### config.mk
export PLATFORM = sky130hd
export DESIGN_NAME = gb_bus_top
export DESIGN_NICKNAME = d
export VERILOG_FILES = /design/src/gb_map_pkg.sv /design/src/gb_bus_pkg.sv /design/src/gb_addr_decode.sv /design/src/gb_bus_arbiter.sv /design/src/gb_read_return.sv /design/src/gb_bus_top.sv
export SDC_FILE = /design/constraint.sdc
export NUM_CORES = 1
export LEC_CHECK = 0
export ABC_AREA = 1
export BUFFER_PORTS_ARGS = -buffer_cell sky130_fd_sc_hd__buf_2
export CAP_MARGIN = 15
export CORE_MARGIN = 5
export CORE_UTILIZATION = 25
export CTS_CLUSTER_DIAMETER = 80
export DETAILED_ROUTE_END_ITERATION = 8
export PLACE_DENSITY = 0.57
export SYNTH_ARGS = -nofsm -noshare
export SYNTH_HDL_FRONTEND = slang
export SYNTH_SLANG_ARGS = --single-unit
### constraint.sdc
create_clock -name gbclk -period 3.5 [get_ports gbclk]
set_input_delay 0.35 -clock gbclk [delete_from_list [all_inputs] [get_ports gbclk]]
set_output_delay 0.35 -clock gbclk [all_outputs]
set_load 0.005 [all_outputs]
### src/gb_map_pkg.sv
package gb_map_pkg;

	localparam int ADR_W = 16;
	localparam int DATA_W = 8;

	localparam logic [ADR_W-1:0] BROM_TOP = 16'h00ff;

	// upper end of each region, checked in address order.
	localparam logic [ADR_W-1:0] ROM_END = 16'h7fff;
	localparam logic [ADR_W-1:0] VRAM_END = 16'h9fff;
	localparam logic [ADR_W-1:0] XRAM_END = 16'hbfff;
	localparam logic [ADR_W-1:0] WRAM_END = 16'hfdff;
	localparam logic [ADR_W-1:0] OAM_END = 16'hfe9f;
	localparam logic [7:0] IO_PAGE = 8'hff;

	localparam logic [7:0] IO_JOYPAD = 8'h00;
	localparam logic [7:0] IO_SERIAL_LO = 8'h01;
	localparam logic [7:0] IO_SERIAL_HI = 8'h02;
	localparam logic [7:0] IO_TIMER_LO = 8'h04;
	localparam logic [7:0] IO_TIMER_HI = 8'h07;
	localparam logic [7:0] IO_INT_FLAG = 8'h0f;
	localparam logic [7:0] IO_SOUND_LO = 8'h10;
	localparam logic [7:0] IO_SOUND_HI = 8'h3f;
	localparam logic [7:0] IO_PPU_LO = 8'h40;
	localparam logic [7:0] IO_PPU_HI = 8'h4b;
	localparam logic [7:0] IO_BROM_REG = 8'h50;
	localparam logic [7:0] IO_HRAM_LO = 8'h80;
	localparam logic [7:0] IO_HRAM_HI = 8'hfe;
	localparam logic [7:0] IO_INT_ENA = 8'hff;

	typedef enum logic [2:0] {none, brom, rom, vram, xram, wram, oam, io} region_e;

	typedef struct packed {
		logic joypad;
		logic serial;
		logic timer;
		logic int_flag;
		logic sound;
		logic ppu;
		logic brom_reg;
		logic hram;
		logic int_ena;
		logic brom;
	} io_sel_t;

	typedef union packed {
		logic [ADR_W-1:0] full;
		struct packed {
			logic [7:0] page;
			logic [7:0] offset;
		} part;
	} cpu_adr_u;

	function automatic region_e decode_region(input logic [ADR_W-1:0] adr, input logic boot_vis);
		cpu_adr_u a;
		region_e r;
		a.full = adr;
		if (a.part.page == IO_PAGE)
			r = io;
		else if (boot_vis && a.full <= BROM_TOP)
			r = brom;
		else if (a.full <= ROM_END)
			r = rom;
		else if (a.full <= VRAM_END)
			r = vram;
		else if (a.full <= XRAM_END)
			r = xram;
		else if (a.full <= WRAM_END)
			r = wram;
		else if (a.full <= OAM_END)
			r = oam;
		else
			r = none;
		return r;
	endfunction

	// brom is left clear here because it follows from the region.
	function automatic io_sel_t decode_io(input logic [7:0] offset);
		io_sel_t sel;
		sel = '0;
		sel.joypad = offset == IO_JOYPAD;
		sel.serial = offset >= IO_SERIAL_LO && offset <= IO_SERIAL_HI;
		sel.timer = offset >= IO_TIMER_LO && offset <= IO_TIMER_HI;
		sel.int_flag = offset == IO_INT_FLAG;
		sel.sound = offset >= IO_SOUND_LO && offset <= IO_SOUND_HI;
		sel.ppu = offset >= IO_PPU_LO && offset <= IO_PPU_HI;
		sel.brom_reg = offset == IO_BROM_REG;
		sel.hram = offset >= IO_HRAM_LO && offset <= IO_HRAM_HI;
		sel.int_ena = offset == IO_INT_ENA;
		return sel;
	endfunction

endpackage

### src/gb_bus_pkg.sv
package gb_bus_pkg;

	typedef struct packed {
		logic [gb_map_pkg::ADR_W-1:0] adr;
		logic write;
		logic [gb_map_pkg::DATA_W-1:0] wdata;
	} cpu_cmd_t;

	typedef struct packed {
		logic [gb_map_pkg::ADR_W-1:0] adr;
		logic rd;
		logic wr;
		logic [gb_map_pkg::DATA_W-1:0] wdata;
	} mem_port_t;

	typedef struct packed {
		logic cs_rom;
		logic cs_xram;
		logic cs_wram;
	} ext_sel_t;

	typedef struct packed {
		mem_port_t mem;
		ext_sel_t sel;
	} ext_port_t;

	typedef struct packed {
		gb_map_pkg::io_sel_t sel;
		logic [7:0] adr;
		logic rd;
		logic wr;
		logic [gb_map_pkg::DATA_W-1:0] wdata;
	} io_port_t;

	typedef struct packed {
		logic active;
		logic [gb_map_pkg::ADR_W-1:0] src_adr;
		logic [gb_map_pkg::ADR_W-1:0] oam_adr;
		logic rd;
		logic wr;
		logic [gb_map_pkg::DATA_W-1:0] wdata;
	} dma_bus_t;

	typedef struct packed {
		logic need_vram;
		logic need_oam;
		logic [gb_map_pkg::ADR_W-1:0] adr;
		logic rd;
	} ppu_bus_t;

	// one cpu access as it moves through the pipeline.
	typedef struct packed {
		cpu_cmd_t cmd;
		gb_map_pkg::region_e region;
		gb_map_pkg::io_sel_t io_sel;
	} cpu_access_t;

endpackage

### src/gb_addr_decode.sv
`timescale 1ns/1ns

module gb_addr_decode (
	input logic gbclk,
	input logic n_crst_in,
	input logic cpu_req,
	input gb_bus_pkg::cpu_cmd_t cpu_cmd,
	input logic done,
	output gb_bus_pkg::cpu_access_t dec,
	output logic dec_valid
);

	gb_map_pkg::cpu_adr_u cmd_adr;
	gb_map_pkg::region_e region;
	gb_map_pkg::io_sel_t io_sel;
	logic busy;
	logic boot_hide;
	logic accept;

	assign cmd_adr.full = cpu_cmd.adr;
	assign accept = cpu_req && !busy;
	assign region = gb_map_pkg::decode_region(cmd_adr.full, !boot_hide);

	always_comb begin
		io_sel = '0;
		if (region == gb_map_pkg::io)
			io_sel = gb_map_pkg::decode_io(cmd_adr.part.offset);
		// boot rom data sits on the peripheral bus.
		io_sel.brom = region == gb_map_pkg::brom;
	end

	always_ff @(posedge gbclk) begin
		if (!n_crst_in) begin
			busy <= 1'b0;
			dec_valid <= 1'b0;
			boot_hide <= 1'b0;
		end else begin
			dec_valid <= accept;
			if (accept)
				busy <= 1'b1;
			else if (done)
				busy <= 1'b0;
			// once hidden the boot rom stays hidden until reset.
			if (accept && io_sel.brom_reg && cpu_cmd.write && cpu_cmd.wdata != '0)
				boot_hide <= 1'b1;
		end
	end

	always_ff @(posedge gbclk) begin
		if (accept) begin
			dec.cmd <= cpu_cmd;
			dec.region <= region;
			dec.io_sel <= io_sel;
		end
	end

endmodule

### src/gb_bus_arbiter.sv
`timescale 1ns/1ns

module gb_bus_arbiter (
	input logic gbclk,
	input logic n_crst_in,
	input gb_bus_pkg::cpu_access_t dec,
	input logic dec_valid,
	input gb_bus_pkg::ppu_bus_t ppu,
	input gb_bus_pkg::dma_bus_t dma,
	input logic [gb_map_pkg::DATA_W-1:0] vram_rdata,
	input logic [gb_map_pkg::DATA_W-1:0] ext_rdata,
	output logic [gb_map_pkg::DATA_W-1:0] dma_rdata,
	output gb_bus_pkg::mem_port_t vram,
	output gb_bus_pkg::mem_port_t oam,
	output gb_bus_pkg::ext_port_t ext,
	output gb_bus_pkg::io_port_t io,
	output gb_bus_pkg::cpu_access_t issued,
	output logic issue
);

	gb_bus_pkg::cpu_access_t held;
	gb_map_pkg::region_e dma_region;
	logic pend;
	logic dma_vram;
	logic dma_ext;
	logic blocked;

	function automatic logic is_ext(input gb_map_pkg::region_e r);
		return r == gb_map_pkg::rom || r == gb_map_pkg::xram || r == gb_map_pkg::wram;
	endfunction

	function automatic gb_bus_pkg::ext_sel_t ext_sel_of(input gb_map_pkg::region_e r);
		gb_bus_pkg::ext_sel_t sel;
		sel.cs_rom = r == gb_map_pkg::rom;
		sel.cs_xram = r == gb_map_pkg::xram;
		sel.cs_wram = r == gb_map_pkg::wram;
		return sel;
	endfunction

	// dma never sees the boot rom.
	assign dma_region = gb_map_pkg::decode_region(dma.src_adr, 1'b0);
	assign dma_vram = dma.active && dma_region == gb_map_pkg::vram;
	assign dma_ext = dma.active && is_ext(dma_region);

	assign dma_rdata = dma_region == gb_map_pkg::vram ? vram_rdata :
		is_ext(dma_region) ? ext_rdata : 8'hff;

	always_comb begin
		case (held.region)
		gb_map_pkg::vram: blocked = ppu.need_vram || dma_vram;
		gb_map_pkg::oam: blocked = ppu.need_oam || dma.active;
		gb_map_pkg::rom, gb_map_pkg::xram, gb_map_pkg::wram: blocked = dma_ext;
		default: blocked = 1'b0;
		endcase
	end

	// checked in the same cycle as the strobe, so a late claim still wins.
	assign issue = pend && !blocked;
	assign issued = held;

	always_ff @(posedge gbclk) begin
		if (!n_crst_in)
			pend <= 1'b0;
		else if (dec_valid)
			pend <= 1'b1;
		else if (issue)
			pend <= 1'b0;
	end

	always_ff @(posedge gbclk) begin
		if (dec_valid)
			held <= dec;
	end

	always_comb begin
		vram = '{adr: held.cmd.adr, rd: 1'b0, wr: 1'b0, wdata: held.cmd.wdata};
		if (ppu.need_vram) begin
			vram.adr = ppu.adr;
			vram.rd = ppu.rd;
		end else if (dma_vram) begin
			vram.adr = dma.src_adr;
			vram.rd = dma.rd;
		end else if (issue && held.region == gb_map_pkg::vram) begin
			vram.rd = !held.cmd.write;
			vram.wr = held.cmd.write;
		end
	end

	always_comb begin
		oam = '{adr: held.cmd.adr, rd: 1'b0, wr: 1'b0, wdata: held.cmd.wdata};
		if (ppu.need_oam) begin
			oam.adr = ppu.adr;
			oam.rd = ppu.rd;
		end else if (dma.active) begin
			oam.adr = dma.oam_adr;
			oam.wr = dma.wr;
			oam.wdata = dma.wdata;
		end else if (issue && held.region == gb_map_pkg::oam) begin
			oam.rd = !held.cmd.write;
			oam.wr = held.cmd.write;
		end
	end

	always_comb begin
		ext.mem = '{adr: held.cmd.adr, rd: 1'b0, wr: 1'b0, wdata: held.cmd.wdata};
		ext.sel = '0;
		if (dma_ext) begin
			ext.mem.adr = dma.src_adr;
			ext.mem.rd = dma.rd;
			ext.sel = ext_sel_of(dma_region);
		end else if (issue && is_ext(held.region)) begin
			ext.mem.rd = !held.cmd.write;
			ext.mem.wr = held.cmd.write;
			ext.sel = ext_sel_of(held.region);
		end
	end

	always_comb begin
		io.sel = '0;
		io.adr = held.cmd.adr[7:0];
		io.rd = 1'b0;
		io.wr = 1'b0;
		io.wdata = held.cmd.wdata;
		if (issue && (held.region == gb_map_pkg::io || held.region == gb_map_pkg::brom)) begin
			io.sel = held.io_sel;
			io.rd = !held.cmd.write;
			io.wr = held.cmd.write;
		end
	end

endmodule

### src/gb_read_return.sv
`timescale 1ns/1ns

module gb_read_return (
	input logic gbclk,
	input logic n_crst_in,
	input gb_bus_pkg::cpu_access_t issued,
	input logic issue,
	input logic [gb_map_pkg::DATA_W-1:0] vram_rdata,
	input logic [gb_map_pkg::DATA_W-1:0] oam_rdata,
	input logic [gb_map_pkg::DATA_W-1:0] ext_rdata,
	input logic [gb_map_pkg::DATA_W-1:0] io_rdata,
	input logic cpu_req,
	output logic cpu_ack,
	output logic [gb_map_pkg::DATA_W-1:0] cpu_rdata,
	output logic done
);

	logic issue_d;
	logic [gb_map_pkg::DATA_W-1:0] src_data;

	// sources answer one cycle after the strobe, while issued is still held.
	always_comb begin
		case (issued.region)
		gb_map_pkg::vram: src_data = vram_rdata;
		gb_map_pkg::oam: src_data = oam_rdata;
		gb_map_pkg::rom, gb_map_pkg::xram, gb_map_pkg::wram: src_data = ext_rdata;
		gb_map_pkg::io, gb_map_pkg::brom: src_data = |issued.io_sel ? io_rdata : 8'hff;
		default: src_data = 8'hff;
		endcase
	end

	always_ff @(posedge gbclk) begin
		if (!n_crst_in) begin
			issue_d <= 1'b0;
			cpu_ack <= 1'b0;
			done <= 1'b0;
		end else begin
			issue_d <= issue;
			done <= 1'b0;
			if (issue_d) begin
				cpu_ack <= 1'b1;
			end else if (cpu_ack && !cpu_req) begin
				cpu_ack <= 1'b0;
				done <= 1'b1;
			end
		end
	end

	always_ff @(posedge gbclk) begin
		if (issue_d)
			cpu_rdata <= src_data;
	end

endmodule

### src/gb_bus_top.sv
`timescale 1ns/1ns

module gb_bus_top (
	input logic gbclk,
	input logic n_crst_in,
	input logic cpu_req,
	input gb_bus_pkg::cpu_cmd_t cpu_cmd,
	output logic cpu_ack,
	output logic [gb_map_pkg::DATA_W-1:0] cpu_rdata,
	input gb_bus_pkg::ppu_bus_t ppu,
	input gb_bus_pkg::dma_bus_t dma,
	output logic [gb_map_pkg::DATA_W-1:0] dma_rdata,
	output gb_bus_pkg::mem_port_t vram,
	input logic [gb_map_pkg::DATA_W-1:0] vram_rdata,
	output gb_bus_pkg::mem_port_t oam,
	input logic [gb_map_pkg::DATA_W-1:0] oam_rdata,
	output gb_bus_pkg::ext_port_t ext,
	input logic [gb_map_pkg::DATA_W-1:0] ext_rdata,
	output gb_bus_pkg::io_port_t io,
	input logic [gb_map_pkg::DATA_W-1:0] io_rdata
);

	gb_bus_pkg::cpu_access_t dec;
	gb_bus_pkg::cpu_access_t issued;
	logic dec_valid;
	logic issue;
	logic done;

	gb_addr_decode u_decode (
		.gbclk(gbclk),
		.n_crst_in(n_crst_in),
		.cpu_req(cpu_req),
		.cpu_cmd(cpu_cmd),
		.done(done),
		.dec(dec),
		.dec_valid(dec_valid)
	);

	gb_bus_arbiter u_arbiter (
		.gbclk(gbclk),
		.n_crst_in(n_crst_in),
		.dec(dec),
		.dec_valid(dec_valid),
		.ppu(ppu),
		.dma(dma),
		.vram_rdata(vram_rdata),
		.ext_rdata(ext_rdata),
		.dma_rdata(dma_rdata),
		.vram(vram),
		.oam(oam),
		.ext(ext),
		.io(io),
		.issued(issued),
		.issue(issue)
	);

	gb_read_return u_return (
		.gbclk(gbclk),
		.n_crst_in(n_crst_in),
		.issued(issued),
		.issue(issue),
		.vram_rdata(vram_rdata),
		.oam_rdata(oam_rdata),
		.ext_rdata(ext_rdata),
		.io_rdata(io_rdata),
		.cpu_req(cpu_req),
		.cpu_ack(cpu_ack),
		.cpu_rdata(cpu_rdata),
		.done(done)
	);

endmodule

Word level (Yosys, flattened, before mapping)
Index checks and enable logic that the tools add are counted.

Register bits: 91. Input bits: 122. Output and inout port bits: 126.

Magnitude comparators: 21. Eq/ne operators: 18. Muxes and demuxes: 47. Bitwise operators: 1. Reduce and logical (&&, ||, !) cells: 39.

Operators by type and width (number): less-or-equal comparator 16 bit (second input constant) (8); two-way mux 16 bit (3); two-way mux 3 bit (15); two-way mux 17 bit (2); less-or-equal comparator 16 x 15 -> 1 bit (second input constant) (2); two-way mux 8 bit (4); case mux 8 bit (4 select lines) (1); equality test 8 bit (second input constant) (3); equality test 3 bit (second input constant) (7); logical AND 1 bit (18); less-or-equal comparator 16 x 8 -> 1 bit (second input constant) (1); two-way mux 1 bit (14); equality test 3 x 2 -> 1 bit (second input constant) (4); two-way mux 10 bit (1); OR reduction 10 bit (1); two-way mux 9 bit (1); equality test 8 x 4 -> 1 bit (second input constant) (1); equality test 8 x 7 -> 1 bit (second input constant) (1); >= comparator 8 x 1 -> 1 bit (second input constant) (1); >= comparator 8 x 3 -> 1 bit (second input constant) (1); >= comparator 8 x 5 -> 1 bit (second input constant) (1); >= comparator 8 x 7 -> 1 bit (second input constant) (1); >= comparator 8 bit (second input constant) (1); less-or-equal comparator 8 x 2 -> 1 bit (second input constant) (1); other kinds (16) (33).

Depth between registers and ports, before layout
Gate-level depths: netlist (run 1).

Word-level depth: 18. Depth in mapped cells: 11. Gate-level depth less buffers: 10.

By module
From an unflattened synthesis (run 1), not the netlist that was laid out.

Cell total of the unflattened synthesis: 586. Area, all modules: 5360.1 µm².

By module, submodules not included: gb_bus_arbiter (instances 1, cells each 340, area an instance 2895.3 µm², sequential area each 1161.1 µm²); gb_addr_decode (instances 1, cells each 135, area an instance 1629.1 µm², sequential area each 1201.2 µm²); gb_read_return (instances 1, cells each 111, area an instance 835.8 µm², sequential area each 300.3 µm²).

Worst setup path after synthesis (run 1)
Ideal clock, no wire load.

Kind: input-to-reg. Start point: input port cpu_req. End point: register u_decode.dec[0] (netlist name). Arrival time: 2062 ps. Data required time: 3063 ps. Slack: 1001 ps. Cell stages on the path: 2. Path buffers: 0. Cells stage by stage: inv_1 nor2_1.

Cells in the longest elaborated chain, start to end: 1.

RTL lines: start, declared (line gb_bus_top.sv:6) `input logic cpu_req,`; logical AND 1 bit (line gb_addr_decode.sv:21) `assign accept = cpu_req && !busy;`; net u_decode.accept (line gb_addr_decode.sv:18) `logic accept;`.

The timed path passes the listed nets, and every way through them passes these cells. A chain may end at the register's enable or synchronous reset.

==> impl_metrics.csv, run 1 <==
group,metric,value,unit
status,outcome,"finished clean",
placed_design,pre_cts_ws,1050,ps
critical_path,arrival,2250,ps
final_layout,multi_input_area,1590,um^2
hold_path,hold_path_depth,2,
timing,rsz0062_at_grt,"false",
pwr,irDropWorstVdd,0.221,mV
clocking,ctsResizeCount,0,
yosys,ys.warnings.count,0,
critical_path,critical_path_class,"reg -> out",
yosys,netlist_area,4850,um^2
critical_path,cp_common_cell,"nand2_1",
critical_path,end_kind,"output pin",
floorplan,rows,51,
yosys,syn_nets,638,
clocking,cts_tree,"yes",
timing,slew_headroom,25.9,%
job,cap_violations,0,
timing,setup_ws,900,ps
floorplan,die_w,149,um
floorplan,dieHeight,149,um
timing,min_period_over_period,74.3,%
clocking,postCtsSetupRepairBufs,0,
yosys,synth-seq-cells,91,
timing,period_needed,2600,ps
yosys,synth.distinct_cells,32,
floorplan,die_area,22300,um^2
detailed_routing,vias,4502,
floorplan,core_area,19300,um^2
floorplan,start_util,25.2,%
global_routing,first_global_vias,4394,
timing,finClkSkew,5.69,ps
detailed_routing,dr.first_iter.drc_count,288,
final_layout,drive_above_1_share,40.1,%
critical_path,start_kind,"register",
detailed_routing,post_drt_via_cell_ratio,4.50,
pwr,p_per_area,425,nW/um^2
final_layout,final_cell_mix,"buf_2 (247), edfxtp_1 (84), inv_1 (75)",
clocking,clockRootBuffer,"clkbuf_16",
critical_path,cp_max_fo,12,
global_routing,grt_max_degree,41,
global_routing,grt_pass1_wl,25000,um
detailed_routing,wirelength,16900,um
timing,final_max_slew_viol_count,0,
hold_path,hold_class,"in -> reg",
yosys,synth_seq_area_share,54.9,%
final_layout,flow.area_growth_from_synthesis,33.8,%
timing,fin_tns_setup,0,ps
timing,worst_pin_slew,1110,ps
clocking,cts_buffers,9,
detailed_routing,final_antenna_net_count,0,
timing,fmax,385,MHz
detailed_routing,firstDrtPassIters,4,
clocking,cts_sinks,91,
final_layout,fillers,2086,
critical_path,crit_slowest_cell,"edfxtp_1",
clocking,hold_buffers,0,
final_layout,layout_commonest_cell,"buf_2",
pwr,p_leak,2.91,nW
final_layout,seqCellArea,2660,um^2
timing,setup-violations-final,0,
clocking,clk_latency,340,ps
clocking,cts_buffer_depth,2,
yosys,syn_inst,516,
global_routing,grt.overflow.total,0,
placed_design,io_buffer_count,247,
yosys,syn-mean-instance-area,9.40,um^2
floorplan,io_pins,248,
critical_path,crit_path_max_incr_delay,430,ps
critical_path,critical_path_required,3150,ps
detailed_routing,wl_per_cell,16.9,um
detailed_routing,drc,0,
clocking,clk_pin_slew,60,ps
timing,hold_violations,0,
placed_design,gp_congestion,0.859,
global_routing,antenna_found_initial,7,
critical_path,r2r.worst_path.cells,4,
placed_design,dp_hpwl,13600,um
global_routing,grtUsageTotal,14.6,%
final_layout,final_nets,852,
critical_path,path_cells,"inv_1 -> nor2_1 -> nand2_1 -> clkinv_1 -> nand2_1 -> nand3_2 -> nor2_4 -> nand2_2 -> nor2_2 -> buf_2",
clocking,htree_levels,3,
[synth_stat cells]
library cell,n,area [um^2]
a2111oi_0,1,8.76
a21oi_1,23,115
a221oi_1,7,61.3
buf_1,4,15.0
buf_2,1,5.00
buf_4,32,240
buf_6,1,11.3
clkbuf_1,9,33.8
clkbuf_2,1,5.00
clkinv_1,2,7.51
dfxtp_1,7,140
edfxtp_1,84,2520
inv_1,75,282
inv_2,1,3.75
mux2_2,8,90.1
nand2_1,60,225
nand2_2,4,25.0
nand3_1,31,155
nand3_2,2,20.0
nand4_1,7,43.8
nor2_1,41,154
nor2_2,10,62.6
nor2_4,2,22.5
nor3_1,7,35.0
nor4_1,7,43.8
o211ai_1,11,82.6
o21ai_0,59,295
o21ai_1,2,10.0
o21bai_1,1,7.51
o221ai_1,10,87.6
o22ai_1,4,25.0
o31ai_1,2,15.0
[flip-flops by register name (all words and copies together), names as in the netlist, 8 cells and up]
register,flops
u_return.cpu_rdata,8
u_arbiter.issued,22
u_decode.dec,38
u_arbiter.io,8
u_arbiter.ext,8
[worst max-delay path: cells and delay by family (launching register included)]
kind | cells | cell delay (ps)
flops | 1 | 430
simple gates | 7 | 980
buf+inv | 3 | 490
[routing by layer]
layer / share of wire [%] / vias up / GRT usage (%) / wire, um
met5: 0.34 / - / 0 / 57
li1: - / 2201 / - / -
met1: 41 / 2077 / 18.2 / 6910
met2: 48 / 169 / 24.4 / 8100
met3: 8.0 / 43 / 3.68 / 1360
met4: 3.0 / 12 / 5.63 / 503
[power by group]
part           total [W]  switching, W  internal, W
registers        0.00128     0.0000321      0.00125
logic           0.000385      0.000222     0.000162
clock network    0.00109      0.000393     0.000696
total            0.00276      0.000647      0.00211
[stage by stage]
| stage | hold slack, ps | instances | util, % | total power [W] | instance area (um^2) |
|---|---|---|---|---|---|
| after floorplan | 400 | 516 | - | 0.00148 | 4850 |
| final | 185 | 1001 | 33.7 | 0.00276 | 6490 |
| after global placement | 401 | 984 | 31.9 | 0.00169 | 6150 |
| after global routing | 172 | 1001 | 33.7 | 0.00289 | 6490 |
| after CTS | 164 | 1000 | 33.7 | 0.00280 | 6490 |
| after detailed placement | 405 | 984 | 31.9 | 0.00170 | 6150 |
[area by class of cell]
class,count,area share [%]
Inverter,78,4.51
Sequential cell,91,41.0
Tap cell,265,5.11
Multi-Input combinational cell,299,24.5
Timing Repair Buffer,251,19.5
Clock buffer,9,3.47
Clock inverter,7,1.77
Antenna cell,1,0.0386
[cells by family (layout without fill, tap and decap cells)]
kind of cell	count (synthesis)	count (layout)	share of synthesized area [%]
AO/OA/AOI/OAI	120	120	14.6
buffers and inverters	126	345	12.4
flip-flops	91	91	54.9
multiplexers	8	8	1.86
other	0	1	0
AND/OR/NAND/NOR	171	171	16.2
[path summary, 6_finish.rpt]
path	startpoint	end	slack, ps
worst max-delay path	u_arbiter.issued[11]$_DFFE_PP_	io[26]	900
worst min-delay path	cpu_req	u_return.done$_SDFF_PP0_	190
worst max register to register	u_arbiter.issued[11]$_DFFE_PP_	u_return.cpu_rdata[1]$_DFFE_PP_	1660
worst min register to register	u_decode.dec[3]$_DFFE_PP_	u_arbiter.issued[3]$_DFFE_PP_	420
Note: power is estimated with default switching activity, not from simulation.
==> run 2, diff against run 1 <==
PLACE_DENSITY = 0.59   (was 0.57)
clock period = 2.34 ns   (was 3.5 ns; I/O delays follow)
==> run 2 against run 1 <==
Compared with the run above: clock power increased by 29%; non-clock buffer count grew 17; cell count grew 1.6%; core utilization rose by 0.54 points; worst hold slack worse by 120 ps; first-iteration DRC count up 5.9%; via count grew 2.1%; total power up 43%; register-to-register slack lost 900 ps; critical path type unchanged; clock-buffer cell count is the same; combinational power increased by 61%.
==> impl_metrics.csv, run 2 (synthesis results as in run 1) <==
group,metric,value,unit
detailed_routing,dr.first_iter.drc_count,305,
timing,period_needed,2160,ps
placed_design,dp_cells,997,
final_layout,diodes,0,
detailed_routing,post_drt_via_cell_ratio,4.52,
final_layout,final_cell_mix,"buf_2 (247), edfxtp_1 (84), inv_1 (74)",
clocking,clk_latency,340,ps
pwr,p_clk_share,35.7,%
timing,slew_headroom,51.6,%
final_layout,stdcell_area,6590,um^2
pwr,irDropWorstVdd,0.343,mV
floorplan,rows,51,
job,cap_violations,0,
pwr,p_leak,2.98,nW
detailed_routing,vias,4596,
final_layout,largest_register_ffs,38,
pwr,combPwrFrac,15.7,%
critical_path,arrival,1920,ps
status,outcome,"finished clean",
clocking,cts_buffer_depth,2,
timing,fmax,464,MHz
detailed_routing,wl_per_cell,17.2,um
critical_path,end_kind,"output pin",
clocking,hold_buffers,0,
timing,worst_pin_slew,726,ps
final_layout,layout_commonest_cell,"buf_2",
timing,hold_violations,0,
timing,final_max_slew_viol_count,0,
global_routing,grtUsageTotal,15.1,%
clocking,clockRootBuffer,"clkbuf_16",
timing,finClkSkew,10.6,ps
floorplan,die_w,149,um
timing,fin_tns_setup,0,ps
hold_path,hold_class,"in -> reg",
clocking,clk_pin_slew,70,ps
placed_design,placed_area,6260,um^2
pwr,intPower,0.00296,W
pwr,p_per_area,597,nW/um^2
detailed_routing,wirelength,17500,um
final_layout,regMostFlops,"u_decode.dec",
final_layout,fin_util,34.2,%
pwr,p_seq_share,48.5,%
floorplan,start_util,25.2,%
timing,min_period_over_period,92.2,%
global_routing,grt_max_degree,41,
detailed_routing,final_antenna_net_count,0,
pwr,total_power,0.00393,W
critical_path,critical_path_required,2110,ps
global_routing,antenna_found_initial,2,
floorplan,die_area,22300,um^2
clocking,cts_sinks,91,
floorplan,dieHeight,149,um
critical_path,critical_path_class,"reg -> out",
pwr,swShare,24.9,%
global_routing,first_global_vias,4496,
final_layout,flow.area_growth_from_synthesis,35.9,%
clocking,htree_levels,3,
placed_design,io_buffer_count,247,
pwr,switchingPower,0.000978,W
critical_path,cp_max_fo,5,
clocking,cts_buffers,9,
detailed_routing,drc,0,
timing,setup-violations-final,0,
placed_design,dp_hpwl,14100,um
floorplan,io_pins,248,
floorplan,core_area,19300,um^2
final_layout,fin_cells,1017,
global_routing,grt.overflow.total,0,
detailed_routing,firstDrtPassIters,5,
final_layout,drive_above_1_share,41.6,%
final_layout,final_nets,869,
critical_path,start_kind,"register",
clocking,cts_tree,"yes",
global_routing,grt_pass1_wl,25700,um
placed_design,gp_congestion,0.809,
## run 2: changes by cell type in the layout (fill, tap and decap cells not counted), moves of 2 or more
| cell | delta |
|---|---|
| buf_4 | +16 |
| bufinv_16 | -2 |
| clkinv_1 | +2 |
| nand2_4 | +2 |
## run 2: per-layer routing
metal | GRT usage (%) | up-vias | wire, um | part of all wire [%]
li1 | - | 2227 | - | -
met1 | 19.9 | 2146 | 7540 | 43
met2 | 25.0 | 200 | 8480 | 49
met3 | 3.19 | 19 | 1190 | 6.8
met4 | 4.39 | 4 | 263 | 1.5
met5 | 0 | - | 14 | 0.080
## run 2: worst max-delay path, cell delays in order, from the launching register on
cell and delay [ps]:
edfxtp_1 420, inv_2 90, nor2_1 60, inv_1 110, nand2_4 70, nand3_2 80, nand3_2 100, nor2_4 160
buf_4 140, nand2_1 90, o22ai_1 130, buf_2 140
## run 2: per-stage QoR
step | hold slack [ps] | setup WS (ps)
5_1_grt | 65.4 | -0.663
6_report | 68.7 | 183
4_1_cts | 54.9 | 0.586
3_5_place_dp | 405 | 195
2_1_floorplan | 311 | 582
3_3_place_gp | 401 | 232
## run 2: path summary, 6_finish.rpt
path	cells past startpoint	end	slack, ps	start
setup / recovery	11	ext[12]	180	u_arbiter.issued[12]$_DFFE_PP_
hold / removal	2	u_return.done$_SDFF_PP0_	70	cpu_req
setup reg to reg	7	u_return.cpu_rdata[1]$_DFFE_PP_	760	u_arbiter.issued[12]$_DFFE_PP_
hold reg to reg	0	u_arbiter.issued[5]$_DFFE_PP_	420	u_decode.dec[5]$_SDFFCE_PP0P_
## run 2: power by group through the flow
stage	Sequential, W	Clock (W)	Combinational [W]
2_1_floorplan	0.00194	0	0.000284
3_3_place_gp	0.00195	0	0.000610
3_5_place_dp	0.00195	0	0.000614
4_1_cts	0.00191	0.00145	0.000616
5_1_grt	0.00192	0.00153	0.000686
6_report	0.00191	0.00141	0.000619
## run 2: cell type report
cell class              instances  area, um^2
flip-flops and latches         91        2660
repair buffers                268        1410
clock buffers                   9         225
inverters                      78         293
well taps                     265         332
multi-input cells             299        1610
clock inverters                 7        66.3
fillers                      2051       12700
## run 2: timing repair
item | CTS | global route
resized for setup | 0 | 6
setup endpoints to repair | 0 | 21
setup buffers | 0 | 4
